[src/design/mipsPkg.sv]
// MIPS subset package
// Word and register widths, reset vector, encodings and the next-PC rule
`default_nettype none

package mipsPkg;

    localparam int dataWidth = 32;
    localparam int regAddrWidth = 5;
    localparam int regCount = 32;
    // First fetch address after reset
    localparam logic [dataWidth-1:0] resetVector = 32'hBFC0_0000;

    typedef logic [dataWidth-1:0] word;
    typedef logic [regAddrWidth-1:0] regAddr;

    // Primary opcodes kept in this subset
    typedef enum logic [5:0] {
        opSpecial = 6'd0,
        opJ       = 6'd2,
        opBeq     = 6'd4,
        opBne     = 6'd5,
        opAddiu   = 6'd9,
        opSlti    = 6'd10,
        opSltiu   = 6'd11,
        opAndi    = 6'd12,
        opOri     = 6'd13,
        opXori    = 6'd14,
        opLui     = 6'd15,
        opLw      = 6'd35,
        opSw      = 6'd43
    } opcode;

    // R-type function field
    typedef enum logic [5:0] {
        fnSll  = 6'd0,
        fnSrl  = 6'd2,
        fnSra  = 6'd3,
        fnSllv = 6'd4,
        fnSrlv = 6'd6,
        fnSrav = 6'd7,
        fnJr   = 6'd8,
        fnAddu = 6'd33,
        fnSubu = 6'd35,
        fnAnd  = 6'd36,
        fnOr   = 6'd37,
        fnXor  = 6'd38,
        fnSlt  = 6'd42,
        fnSltu = 6'd43
    } functCode;

    typedef enum logic [3:0] {
        aluAdd,
        aluSub,
        aluAnd,
        aluOr,
        aluXor,
        aluSlt,
        aluSltu,
        aluSll,
        aluSrl,
        aluSra,
        aluLui
    } aluOp;

    // Next-PC sources
    typedef enum logic [2:0] {
        pcHold,
        pcAdvance,
        pcBranch,
        pcJump,
        pcRegister
    } pcSelect;

    typedef enum logic [1:0] {
        stateFetch,
        stateExecute,
        stateMemory,
        stateHalt
    } cpuState;

    // PC after the selected update, no delay slot
    function automatic word nextPcValue(
        input word             pc,
        input pcSelect         select,
        input word             branchOffset,
        input logic [25:0]     jumpIndex,
        input word             registerTarget
    );
        word pcPlus4;
        pcPlus4 = pc + 32'd4;
        case (select)
            pcAdvance:  return pcPlus4;
            // Word offset relative to the following instruction
            pcBranch:   return pcPlus4 + (branchOffset << 2);
            // Region bits come from the incremented PC
            pcJump:     return {pcPlus4[dataWidth-1 -: 4], jumpIndex, 2'b00};
            pcRegister: return registerTarget;
            default:    return pc;
        endcase
    endfunction

endpackage

`default_nettype wire

[src/design/regPortIf.sv]
// Register file port bundle
// Two combinational read ports and one clocked write port
`timescale 1ns/10ps
`default_nettype none

interface regPortIf;

    mipsPkg::regAddr readAddrA;
    mipsPkg::regAddr readAddrB;
    mipsPkg::word    readDataA;
    mipsPkg::word    readDataB;
    logic            writeEnable;
    mipsPkg::regAddr writeAddr;
    mipsPkg::word    writeData;

    // Decode side
    modport control (
        output readAddrA, readAddrB, writeEnable, writeAddr, writeData,
        input  readDataA, readDataB
    );

    // Storage side
    modport storage (
        input  readAddrA, readAddrB, writeEnable, writeAddr, writeData,
        output readDataA, readDataB
    );

endinterface

`default_nettype wire

[src/design/alu.sv]
// Combinational ALU
// Add, subtract, logic ops, shifts, compares and upper immediate
`timescale 1ns/10ps
`default_nettype none

module alu (
    input  mipsPkg::word    operandA,
    input  mipsPkg::word    operandB,
    input  mipsPkg::regAddr shiftAmount,
    input  mipsPkg::aluOp   op,
    output mipsPkg::word    result
);

    mipsPkg::regAddr distance;

    // Fixed shifts come in on shiftAmount with operandA cleared
    // Variable shifts come in on operandA low bits with shiftAmount cleared
    assign distance = shiftAmount | operandA[mipsPkg::regAddrWidth-1:0];

    always_comb begin
        case (op)
            mipsPkg::aluAdd:  result = operandA + operandB;
            mipsPkg::aluSub:  result = operandA - operandB;
            mipsPkg::aluAnd:  result = operandA & operandB;
            mipsPkg::aluOr:   result = operandA | operandB;
            mipsPkg::aluXor:  result = operandA ^ operandB;
            // Signed compare
            mipsPkg::aluSlt: begin
                result = {31'b0, ($signed(operandA) < $signed(operandB))};
            end
            // Unsigned compare
            mipsPkg::aluSltu: begin
                result = {31'b0, (operandA < operandB)};
            end
            // Shifted value is always operandB
            mipsPkg::aluSll:  result = operandB << distance;
            mipsPkg::aluSrl:  result = operandB >> distance;
            mipsPkg::aluSra:  result = $signed(operandB) >>> distance;
            // Immediate into the upper half
            mipsPkg::aluLui:  result = {operandB[15:0], 16'b0};
            default:          result = '0;
        endcase
    end

endmodule

`default_nettype wire

[src/design/cpuControl.sv]
// Multicycle control for the MIPS subset
// Fetch/execute/memory/halt FSM, instruction decode and Avalon master signals
`timescale 1ns/10ps
`default_nettype none

module cpuControl (
    input  logic             clk,
    input  logic             reset,
    input  logic             waitrequest,
    input  mipsPkg::word     readdata,
    output mipsPkg::word     address,
    output logic             read,
    output logic             write,
    output mipsPkg::word     writedata,
    output logic [3:0]       byteenable,
    output logic             active,
    regPortIf.control        regs,
    input  mipsPkg::word     pc,
    output mipsPkg::pcSelect pcSel,
    output mipsPkg::word     branchOffset,
    output logic [25:0]      jumpIndex,
    output mipsPkg::word     registerTarget,
    output mipsPkg::word     aluA,
    output mipsPkg::word     aluB,
    output mipsPkg::regAddr  shiftAmount,
    output mipsPkg::aluOp    aluOperation,
    input  mipsPkg::word     aluResult
);

    mipsPkg::cpuState  state;
    mipsPkg::cpuState  stateNext;
    mipsPkg::word      instr;
    mipsPkg::word      memAddr;
    mipsPkg::word      storeData;
    mipsPkg::opcode    opField;
    mipsPkg::functCode fnField;
    mipsPkg::regAddr   rs;
    mipsPkg::regAddr   rt;
    mipsPkg::regAddr   rd;
    mipsPkg::regAddr   shamt;
    mipsPkg::word      immSigned;
    mipsPkg::word      immZero;
    mipsPkg::pcSelect  execSel;
    mipsPkg::word      nextPc;
    logic              isRType;
    logic              writesReg;
    logic              fixedShift;
    logic              zeroExtend;
    logic              isLoad;
    logic              isStore;

    // Instruction fields
    assign opField = mipsPkg::opcode'(instr[31:26]);
    assign fnField = mipsPkg::functCode'(instr[5:0]);
    assign rs = instr[25:21];
    assign rt = instr[20:16];
    assign rd = instr[15:11];
    assign shamt = instr[10:6];
    assign immSigned = {{16{instr[15]}}, instr[15:0]};
    assign immZero = {16'b0, instr[15:0]};
    assign isRType = (opField == mipsPkg::opSpecial);

    // Decode
    always_comb begin
        aluOperation = mipsPkg::aluAdd;
        execSel = mipsPkg::pcAdvance;
        writesReg = 1'b0;
        fixedShift = 1'b0;
        zeroExtend = 1'b0;
        isLoad = 1'b0;
        isStore = 1'b0;
        case (opField)
            mipsPkg::opSpecial: begin
                writesReg = 1'b1;
                case (fnField)
                    mipsPkg::fnAddu: aluOperation = mipsPkg::aluAdd;
                    mipsPkg::fnSubu: aluOperation = mipsPkg::aluSub;
                    mipsPkg::fnAnd:  aluOperation = mipsPkg::aluAnd;
                    mipsPkg::fnOr:   aluOperation = mipsPkg::aluOr;
                    mipsPkg::fnXor:  aluOperation = mipsPkg::aluXor;
                    mipsPkg::fnSlt:  aluOperation = mipsPkg::aluSlt;
                    mipsPkg::fnSltu: aluOperation = mipsPkg::aluSltu;
                    mipsPkg::fnSll: begin
                        aluOperation = mipsPkg::aluSll;
                        fixedShift = 1'b1;
                    end
                    mipsPkg::fnSrl: begin
                        aluOperation = mipsPkg::aluSrl;
                        fixedShift = 1'b1;
                    end
                    mipsPkg::fnSra: begin
                        aluOperation = mipsPkg::aluSra;
                        fixedShift = 1'b1;
                    end
                    mipsPkg::fnSllv: aluOperation = mipsPkg::aluSll;
                    mipsPkg::fnSrlv: aluOperation = mipsPkg::aluSrl;
                    mipsPkg::fnSrav: aluOperation = mipsPkg::aluSra;
                    // Register jump, no write back
                    mipsPkg::fnJr: begin
                        writesReg = 1'b0;
                        execSel = mipsPkg::pcRegister;
                    end
                    // Unknown function acts as a nop
                    default: writesReg = 1'b0;
                endcase
            end
            mipsPkg::opJ: execSel = mipsPkg::pcJump;
            // Branches resolve in execute
            mipsPkg::opBeq: begin
                if (regs.readDataA == regs.readDataB) begin
                    execSel = mipsPkg::pcBranch;
                end
            end
            mipsPkg::opBne: begin
                if (regs.readDataA != regs.readDataB) begin
                    execSel = mipsPkg::pcBranch;
                end
            end
            mipsPkg::opAddiu: writesReg = 1'b1;
            mipsPkg::opSlti: begin
                writesReg = 1'b1;
                aluOperation = mipsPkg::aluSlt;
            end
            // Sign-extended immediate, compared unsigned
            mipsPkg::opSltiu: begin
                writesReg = 1'b1;
                aluOperation = mipsPkg::aluSltu;
            end
            mipsPkg::opAndi: begin
                writesReg = 1'b1;
                zeroExtend = 1'b1;
                aluOperation = mipsPkg::aluAnd;
            end
            mipsPkg::opOri: begin
                writesReg = 1'b1;
                zeroExtend = 1'b1;
                aluOperation = mipsPkg::aluOr;
            end
            mipsPkg::opXori: begin
                writesReg = 1'b1;
                zeroExtend = 1'b1;
                aluOperation = mipsPkg::aluXor;
            end
            mipsPkg::opLui: begin
                writesReg = 1'b1;
                zeroExtend = 1'b1;
                aluOperation = mipsPkg::aluLui;
            end
            // Address is rs plus signed offset, the default add
            mipsPkg::opLw: isLoad = 1'b1;
            mipsPkg::opSw: isStore = 1'b1;
            default: execSel = mipsPkg::pcAdvance;
        endcase
    end

    // Operand select
    assign regs.readAddrA = rs;
    assign regs.readAddrB = rt;
    assign aluA = fixedShift ? '0 : regs.readDataA;
    assign shiftAmount = fixedShift ? shamt : '0;
    assign aluB = isRType ? regs.readDataB : (zeroExtend ? immZero : immSigned);

    // PC controls
    assign branchOffset = immSigned;
    assign jumpIndex = instr[25:0];
    assign registerTarget = regs.readDataA;

    always_comb begin
        pcSel = mipsPkg::pcHold;
        if ((state == mipsPkg::stateExecute) && !isLoad && !isStore) begin
            pcSel = execSel;
        end else if ((state == mipsPkg::stateMemory) && !waitrequest) begin
            pcSel = mipsPkg::pcAdvance;
        end
    end

    // Same value the PC register takes at the edge
    assign nextPc = mipsPkg::nextPcValue(pc, pcSel, branchOffset, jumpIndex, registerTarget);

    // FSM
    always_comb begin
        stateNext = state;
        case (state)
            mipsPkg::stateFetch: begin
                if (!waitrequest) begin
                    stateNext = mipsPkg::stateExecute;
                end
            end
            mipsPkg::stateExecute: begin
                if (isLoad || isStore) begin
                    stateNext = mipsPkg::stateMemory;
                end else begin
                    // Jump to zero ends the run
                    stateNext = (nextPc == '0) ? mipsPkg::stateHalt : mipsPkg::stateFetch;
                end
            end
            mipsPkg::stateMemory: begin
                if (!waitrequest) begin
                    stateNext = (nextPc == '0) ? mipsPkg::stateHalt : mipsPkg::stateFetch;
                end
            end
            default: stateNext = mipsPkg::stateHalt;
        endcase
    end

    always_ff @(posedge clk) begin
        if (reset) begin
            state <= mipsPkg::stateFetch;
        end else begin
            state <= stateNext;
        end
    end

    // Instruction latch and load/store operands
    always_ff @(posedge clk) begin
        if ((state == mipsPkg::stateFetch) && !waitrequest) begin
            instr <= readdata;
        end
        if (state == mipsPkg::stateExecute) begin
            memAddr <= aluResult;
            storeData <= regs.readDataB;
        end
    end

    // Write back from ALU in execute, from the bus on load completion
    assign regs.writeEnable = ((state == mipsPkg::stateExecute) && writesReg)
        || ((state == mipsPkg::stateMemory) && isLoad && !waitrequest);
    assign regs.writeAddr = isRType ? rd : rt;
    assign regs.writeData = (state == mipsPkg::stateMemory) ? readdata : aluResult;

    // Avalon master, stable while waitrequest is high
    assign address = (state == mipsPkg::stateMemory) ? memAddr : pc;
    assign read = (state == mipsPkg::stateFetch) || ((state == mipsPkg::stateMemory) && isLoad);
    assign write = (state == mipsPkg::stateMemory) && isStore;
    assign writedata = storeData;
    // Word accesses only
    assign byteenable = 4'b1111;
    assign active = (state != mipsPkg::stateHalt);

endmodule

`default_nettype wire

[src/design/mipsCpuBus.sv]
// MIPS subset CPU top level
// Connects control, PC, register file and ALU to an Avalon master port
`timescale 1ns/10ps
`default_nettype none

module mipsCpuBus (
    input  logic         clk,
    input  logic         reset,
    output logic         active,
    output mipsPkg::word register_v0,
    output mipsPkg::word address,
    output logic         write,
    output logic         read,
    input  logic         waitrequest,
    output mipsPkg::word writedata,
    output logic [3:0]   byteenable,
    input  mipsPkg::word readdata
);

    mipsPkg::word     pc;
    mipsPkg::pcSelect pcSel;
    mipsPkg::word     branchOffset;
    logic [25:0]      jumpIndex;
    mipsPkg::word     registerTarget;
    mipsPkg::word     aluA;
    mipsPkg::word     aluB;
    mipsPkg::regAddr  shiftAmount;
    mipsPkg::aluOp    aluOperation;
    mipsPkg::word     aluResult;

    // Register port bundle between control and storage
    regPortIf regBus ();

    registerFile regFile (
        .clk   (clk),
        .reset (reset),
        .regs  (regBus.storage),
        .v0    (register_v0)
    );

    alu mainAlu (
        .operandA    (aluA),
        .operandB    (aluB),
        .shiftAmount (shiftAmount),
        .op          (aluOperation),
        .result      (aluResult)
    );

    programCounter pcReg (
        .clk            (clk),
        .reset          (reset),
        .select         (pcSel),
        .branchOffset   (branchOffset),
        .jumpIndex      (jumpIndex),
        .registerTarget (registerTarget),
        .pc             (pc)
    );

    cpuControl control (
        .clk            (clk),
        .reset          (reset),
        .waitrequest    (waitrequest),
        .readdata       (readdata),
        .address        (address),
        .read           (read),
        .write          (write),
        .writedata      (writedata),
        .byteenable     (byteenable),
        .active         (active),
        .regs           (regBus.control),
        .pc             (pc),
        .pcSel          (pcSel),
        .branchOffset   (branchOffset),
        .jumpIndex      (jumpIndex),
        .registerTarget (registerTarget),
        .aluA           (aluA),
        .aluB           (aluB),
        .shiftAmount    (shiftAmount),
        .aluOperation   (aluOperation),
        .aluResult      (aluResult)
    );

endmodule

`default_nettype wire

[src/design/programCounter.sv]
// Program counter register
// Loads the reset vector, then advances, branches, jumps or takes a register target
`timescale 1ns/10ps
`default_nettype none

module programCounter (
    input  logic             clk,
    input  logic             reset,
    input  mipsPkg::pcSelect select,
    input  mipsPkg::word     branchOffset,
    input  logic [25:0]      jumpIndex,
    input  mipsPkg::word     registerTarget,
    output mipsPkg::word     pc
);

    mipsPkg::word pcTarget;

    // Target for the current select
    // pcHold gives back the current PC
    assign pcTarget = mipsPkg::nextPcValue(
        pc,
        select,
        branchOffset,
        jumpIndex,
        registerTarget
    );

    always_ff @(posedge clk) begin
        if (reset) begin
            pc <= mipsPkg::resetVector;
        end else if (select != mipsPkg::pcHold) begin
            // Updates in the same edge the select arrives
            pc <= pcTarget;
        end
    end

endmodule

`default_nettype wire

[src/design/registerFile.sv]
// General register file, 32 words
// Register zero always reads as zero, v0 is exported for status
`timescale 1ns/10ps
`default_nettype none

module registerFile (
    input  logic         clk,
    input  logic         reset,
    regPortIf.storage    regs,
    output mipsPkg::word v0
);

    mipsPkg::word storage [mipsPkg::regCount];

    // Combinational reads
    assign regs.readDataA = storage[regs.readAddrA];
    assign regs.readDataB = storage[regs.readAddrB];

    // Result register v0 is r2
    assign v0 = storage[2];

    always_ff @(posedge clk) begin
        if (reset) begin
            for (int i = 0; i < mipsPkg::regCount; i++) begin
                storage[i] <= '0;
            end
        end else if (regs.writeEnable && (regs.writeAddr != '0)) begin
            // Writes to r0 are dropped
            storage[regs.writeAddr] <= regs.writeData;
        end
    end

endmodule

`default_nettype wire

[config.mk]
export PLATFORM = sky130hd
export DESIGN_NAME = mipsCpuBus
export DESIGN_NICKNAME = d
export VERILOG_FILES = /design/src/design/mipsPkg.sv /design/src/design/regPortIf.sv /design/src/design/alu.sv /design/src/design/cpuControl.sv /design/src/design/mipsCpuBus.sv /design/src/design/programCounter.sv /design/src/design/registerFile.sv
export SDC_FILE = /design/constraint.sdc
export NUM_CORES = 2
export LEC_CHECK = 0
export ABC_CLOCK_PERIOD_IN_PS = 6750
export BUFFER_PORTS_ARGS = -buffer_cell sky130_fd_sc_hd__buf_2
export CELL_PAD_IN_SITES_DETAIL_PLACEMENT = 0
export CELL_PAD_IN_SITES_GLOBAL_PLACEMENT = 1
export CORE_UTILIZATION = 30
export DETAILED_ROUTE_END_ITERATION = 7
export PLACE_DENSITY = 0.54
export SETUP_SLACK_MARGIN = 0.2
export SYNTH_ARGS = -nofsm -noshare
export SYNTH_HDL_FRONTEND = slang
export SYNTH_HIERARCHICAL = 1
export SYNTH_SLANG_ARGS = --single-unit
export TNS_END_PERCENT = 30
[constraint.sdc]
create_clock -name clk -period 6.75 [get_ports clk]
set_input_delay 0 -clock clk [delete_from_list [all_inputs] [get_ports clk]]
set_output_delay 0 -clock clk [all_outputs]
set_load 0.005 [all_outputs]
After elaboration in Yosys (flattened, before gate mapping)
Memories as Yosys holds them, arrays and structs flattened. A register that Yosys moved wholly into a read port is not among the register bits.
Cells that the tools add are included.
{"block": "word_totals", "regBits": 130, "ram_bits": 1024, "mem_count": 1}
{"block": "classes", "addsub": 4, "order_cmp": 2, "n_eq_ne": 46, "shift": 3, "muxes": 39, "n_bitwise": 4, "reduce_logical": 31}
{"name": "regFile.storage", "depth": 32, "word_bits": 32, "read_ports": 3, "rd_ports_with_merged_regs": 2, "write_ports": 32, "line": "registerFile.sv:13", "text": "mipsPkg::word storage [mipsPkg::regCount];"}
{"cell": "$pmux W32 S11", "count": 1}
{"cell": "$mux W32", "count": 6}
{"cell": "$pmux W32 S4", "count": 1}
{"cell": "$add A32 B32 Y32", "count": 2}
{"cell": "$lt A32 B32 Y1", "count": 2}
{"cell": "$eq A6 B6 Y1 const B", "count": 9}
{"cell": "$eq A6 B4 Y1 const B", "count": 8}
{"cell": "$pmux W4 S9", "count": 1}
{"cell": "$add A32 B3 Y32 const B", "count": 1}
{"cell": "$and A32 B32 Y32", "count": 1}
{"cell": "$eq A32 B32 Y1", "count": 1}
{"cell": "$logic_not A32 Y1", "count": 1}
{"cell": "$ne A32 B32 Y1", "count": 1}
{"cell": "$or A32 B32 Y32", "count": 1}
{"cell": "$reduce_or A32 Y1", "count": 1}
{"cell": "$shl A32 B5 Y32", "count": 1}
{"cell": "$shr A32 B5 Y32", "count": 1}
{"cell": "$sshr A32 B5 Y32", "count": 1}
{"cell": "$sub A32 B32 Y32", "count": 1}
{"cell": "$xor A32 B32 Y32", "count": 1}
{"cell": "$eq A6 B3 Y1 const B", "count": 5}
{"cell": "$pmux W4 S7", "count": 1}
{"cell": "$mux W5", "count": 5}
{"cell": "$eq A6 B2 Y1 const B", "count": 3}
{"cell": "31 further kinds", "count": 73}

Depth between registers and ports, before layout
{"block": "logic_depth", "ltp_word": 12, "depth_mapped": 28}

Cells and area by module
Netlist, hierarchy kept.
{"mod": "registerFile", "instances": 1, "cells_per_inst": 4605, "area_per_inst_um2": 56133.8, "seq_area_each_um2": 30749.5}
{"mod": "alu", "instances": 1, "cells_per_inst": 1373, "area_per_inst_um2": 9178.8, "seq_area_each_um2": 0.0}
{"mod": "cpuControl", "instances": 1, "cells_per_inst": 984, "area_per_inst_um2": 9054.9, "seq_area_each_um2": 2922.8}
{"mod": "programCounter", "instances": 1, "cells_per_inst": 614, "area_per_inst_um2": 4322.9, "seq_area_each_um2": 640.6}

Least setup slack after synthesis
OpenSTA, ideal clock, no wires.
{"block": "synth_timing", "path_type": "reg2reg", "from": "register control.instr[17]", "to": "memory regFile/storage[10][19] (netlist name) (data pin)", "setup_time_ns": 0.255, "arrival_ns": 4.974, "required_time_ns": 6.495, "path_slack_ns": 1.522, "stages_incl_launch_ff": 29, "path_buffers": 8, "path_cell_list": "edfxtp_1 buf_4 buf_4 buf_6 buf_6 buf_4 mux2i_1 a22oi_1 nand3_1 nand3_1 nand2_1 o21ai_0 clkbuf_1 inv_1 ha_1 buf_4 nor2b_1 or4_4 o221ai_2 a21oi_1 nor2_1 o21bai_1 a211o_1 a32oi_1 a2bb2oi_1 or4_1 mux2_2 clkbuf_1 and2_1"}
{"item": "start, declared", "line": "cpuControl.sv:32", "text": "mipsPkg::word instr;"}
{"item": "start signal, assigned", "line": "cpuControl.sv:217", "text": "instr <= readdata;"}
{"item": "end, declared", "line": "registerFile.sv:13"}

==> impl_metrics.yaml <==
cts:
  cts_buffers: 143
  cts_tree: "yes"
  path_clk_slew_ns: 0.06
  clk_latency_ns: 0.81
  cts_num_sinks: 1154
  htree_levels: 4
  cts.path.max_buffers: 3
  clockRootBuffer: "clkbuf_16"
synth:
  ys_warn_count: 6
  synth_cells: 7574
  syn_area_um2: 78700
  synth_area_per_cell_um2: 10.4
sta:
  timing.fmax_mhz: 151
  skew_ns: 0.0515
  period_needed_ns: 6.61
  drv_slew: 0
  slew_headroom_pct: 24.2
  tightest_slew_ns: 1.14
  min_period_over_period_pct: 97.9
  hold_viol: 0
  finalSetupViolCount: 0
  rsz0062_at_grt: "yes"
die:
  dieArea_um2: 264000
  fp.dieH_um: 514
  rows: 187
  start_util_pct: 30.2
  pin_count: 138
  die_w_um: 514
  core_um2: 260000
layout:
  drive_above_1_share_pct: 15.6
  area_growth_pct: 16.0
  finish.instance_area_um2: 91300
  postLayoutCoreUtil_pct: 35.1
  nets: 7988
global_route:
  grt_pass1_wl_um: 485000
  grt_antenna_before_repair: 23
  first_global_vias: 61900
  grt_overflow: 0
  grt_max_degree: 84
  grt_usage_pct: 25.6
worst_setup_path:
  worstSetupPathType: "reg -> reg"
  critPathMaxFanout: 35
  crit_path_end_kind: "flip-flop"
  r2r_cells: 26
  critPathLaunchType: "flip-flop"
  cp.required_ns: 7.40
  cp.arrival_ns: 7.26
power:
  peakVddDrop_uv: 231
  powerDensity_nw_per_um2: 253
  p_leak_nw: 36.7
flow_run:
  maxCapViolCount: 0
place:
  post-dp-hpwl_um: 247000
  place.gp.congestion: 0.956
  place_area_um2: 85200
  io_buffers: 133
run_status:
  status: "complete, no violations"
detailed_routing:
  totalWireLength_um: 351000
  ant_nets: 0
  num_vias: 63900
  drt_pass1_iterations: 8
  routed_via_density: 5.60
  wire_per_inst_um: 30.8
  drc: 0
  first_iter_violations: 5975
worst_hold_path:
  whs_path_depth: 2
  hold_path.class: "in -> reg"
## power breakdown
group / total (mW) / switching, mW / internal, mW / leakage [nW]
combinational: 6.81 / 4.51 / 2.30 / 22.6
clock: 7.88 / 3.35 / 4.53 / 2.28
sequential: 8.41 / 0.233 / 8.18 / 11.8
## per-layer routing
metal	vias to the layer above	wire (um)	GRT usage, %
met2	2536	162000	41.6
li1	28200	-	-
met4	6	12800	8.37
met1	32600	155000	34.8
met3	504	21400	3.34
met5	-	39	0
## registers in the layout, summed over array words and instances, names as in the netlist
| register | cells |
|---|---|
| control/writedata | 32 |
| pcReg/pc | 32 |
| regFile/storage | 1024 |
| control/memAddr | 32 |
| control/instr | 32 |
| control/state | 2 |
## cells in the final DEF, fill, tap and decap left out, types with 136 or more instances in the layout
master and count:
a21oi_1 412, a22o_1 137, a22oi_1 203, and2_1 1040, buf_4 472, clkbuf_16 154
edfxtp_1 1120, ha_1 173, inv_1 136, mux2i_1 1099, nand2_1 498, nand3_1 238
nor2_1 236, o21ai_0 193
## path summary, 6_finish.rpt
path | end | from | slack, ns
setup / recovery | pcReg/pc[27] | control/instr[23] | 0.14
hold / removal | control/instr[12] | readdata[12] | 0.08
setup reg to reg | pcReg/pc[27] | control/instr[23] | 0.14
hold reg to reg | pcReg/pc[10] | pcReg/pc[10] | 0.67
## metrics by stage
step / worst slack [ns] / total power [mW] / hold WS [ns] / TNS (ns) / instances
after floorplan: 1.52 / 12.0 / 0.0710 / 0 / 7608
after global placement: -0.315 / 15.1 / 0.199 / -15.72 / 11100
after detailed placement: -0.361 / 15.1 / 0.204 / -20.20 / 11100
after CTS: 0.156 / 23.0 / 0.0211 / 0 / 11400
after global routing: 0.107 / 23.8 / 0.0480 / 0 / 11400
final: 0.142 / 23.1 / 0.0845 / 0 / 11400
## worst max-delay path, stage by stage (launching register included)
cell       delay (ns)
edfxtp_1         0.36
buf_4            0.19
buf_4            0.16
nor2_4           0.22
clkbuf_16        0.38
buf_4            0.29
a22o_1           0.17
nor3_1           0.05
a31oi_1          0.40
nand3_1          0.14
buf_4            0.24
xor2_1           0.27
nor4_2           0.49
buf_4            0.18
nand4_1          0.10
nor2_2           0.31
buf_4            0.18
mux2i_1          0.10
or2_2            0.31
and2_2           0.26
nor2_1           0.29
buf_4            0.27
xor2_1           0.28
a21oi_1          0.07
nor3_1           0.14
a31oi_1          0.10
or3b_1           0.42
## layout make-up
type / count / area [um^2]
tap: 3496 / 4370
clock inverter: 87 / 930
timing repair buffer: 752 / 6700
inverter: 137 / 515
multi-input combinational: 5587 / 40600
fill: 26100 / 169000
antenna: 14 / 35.0
clock buffer: 177 / 3770
sequential: 1154 / 34300
## what timing repair did
action,in CTS,in global routing
endpoints found under the setup margin,452,793
cloned,0,8
gates resized for setup,30,75
pin swaps,2,2
hold endpoints to repair,419,0
hold buffers,48,0
setup buffers,7,7
Power figures use the tool's default switching activity.
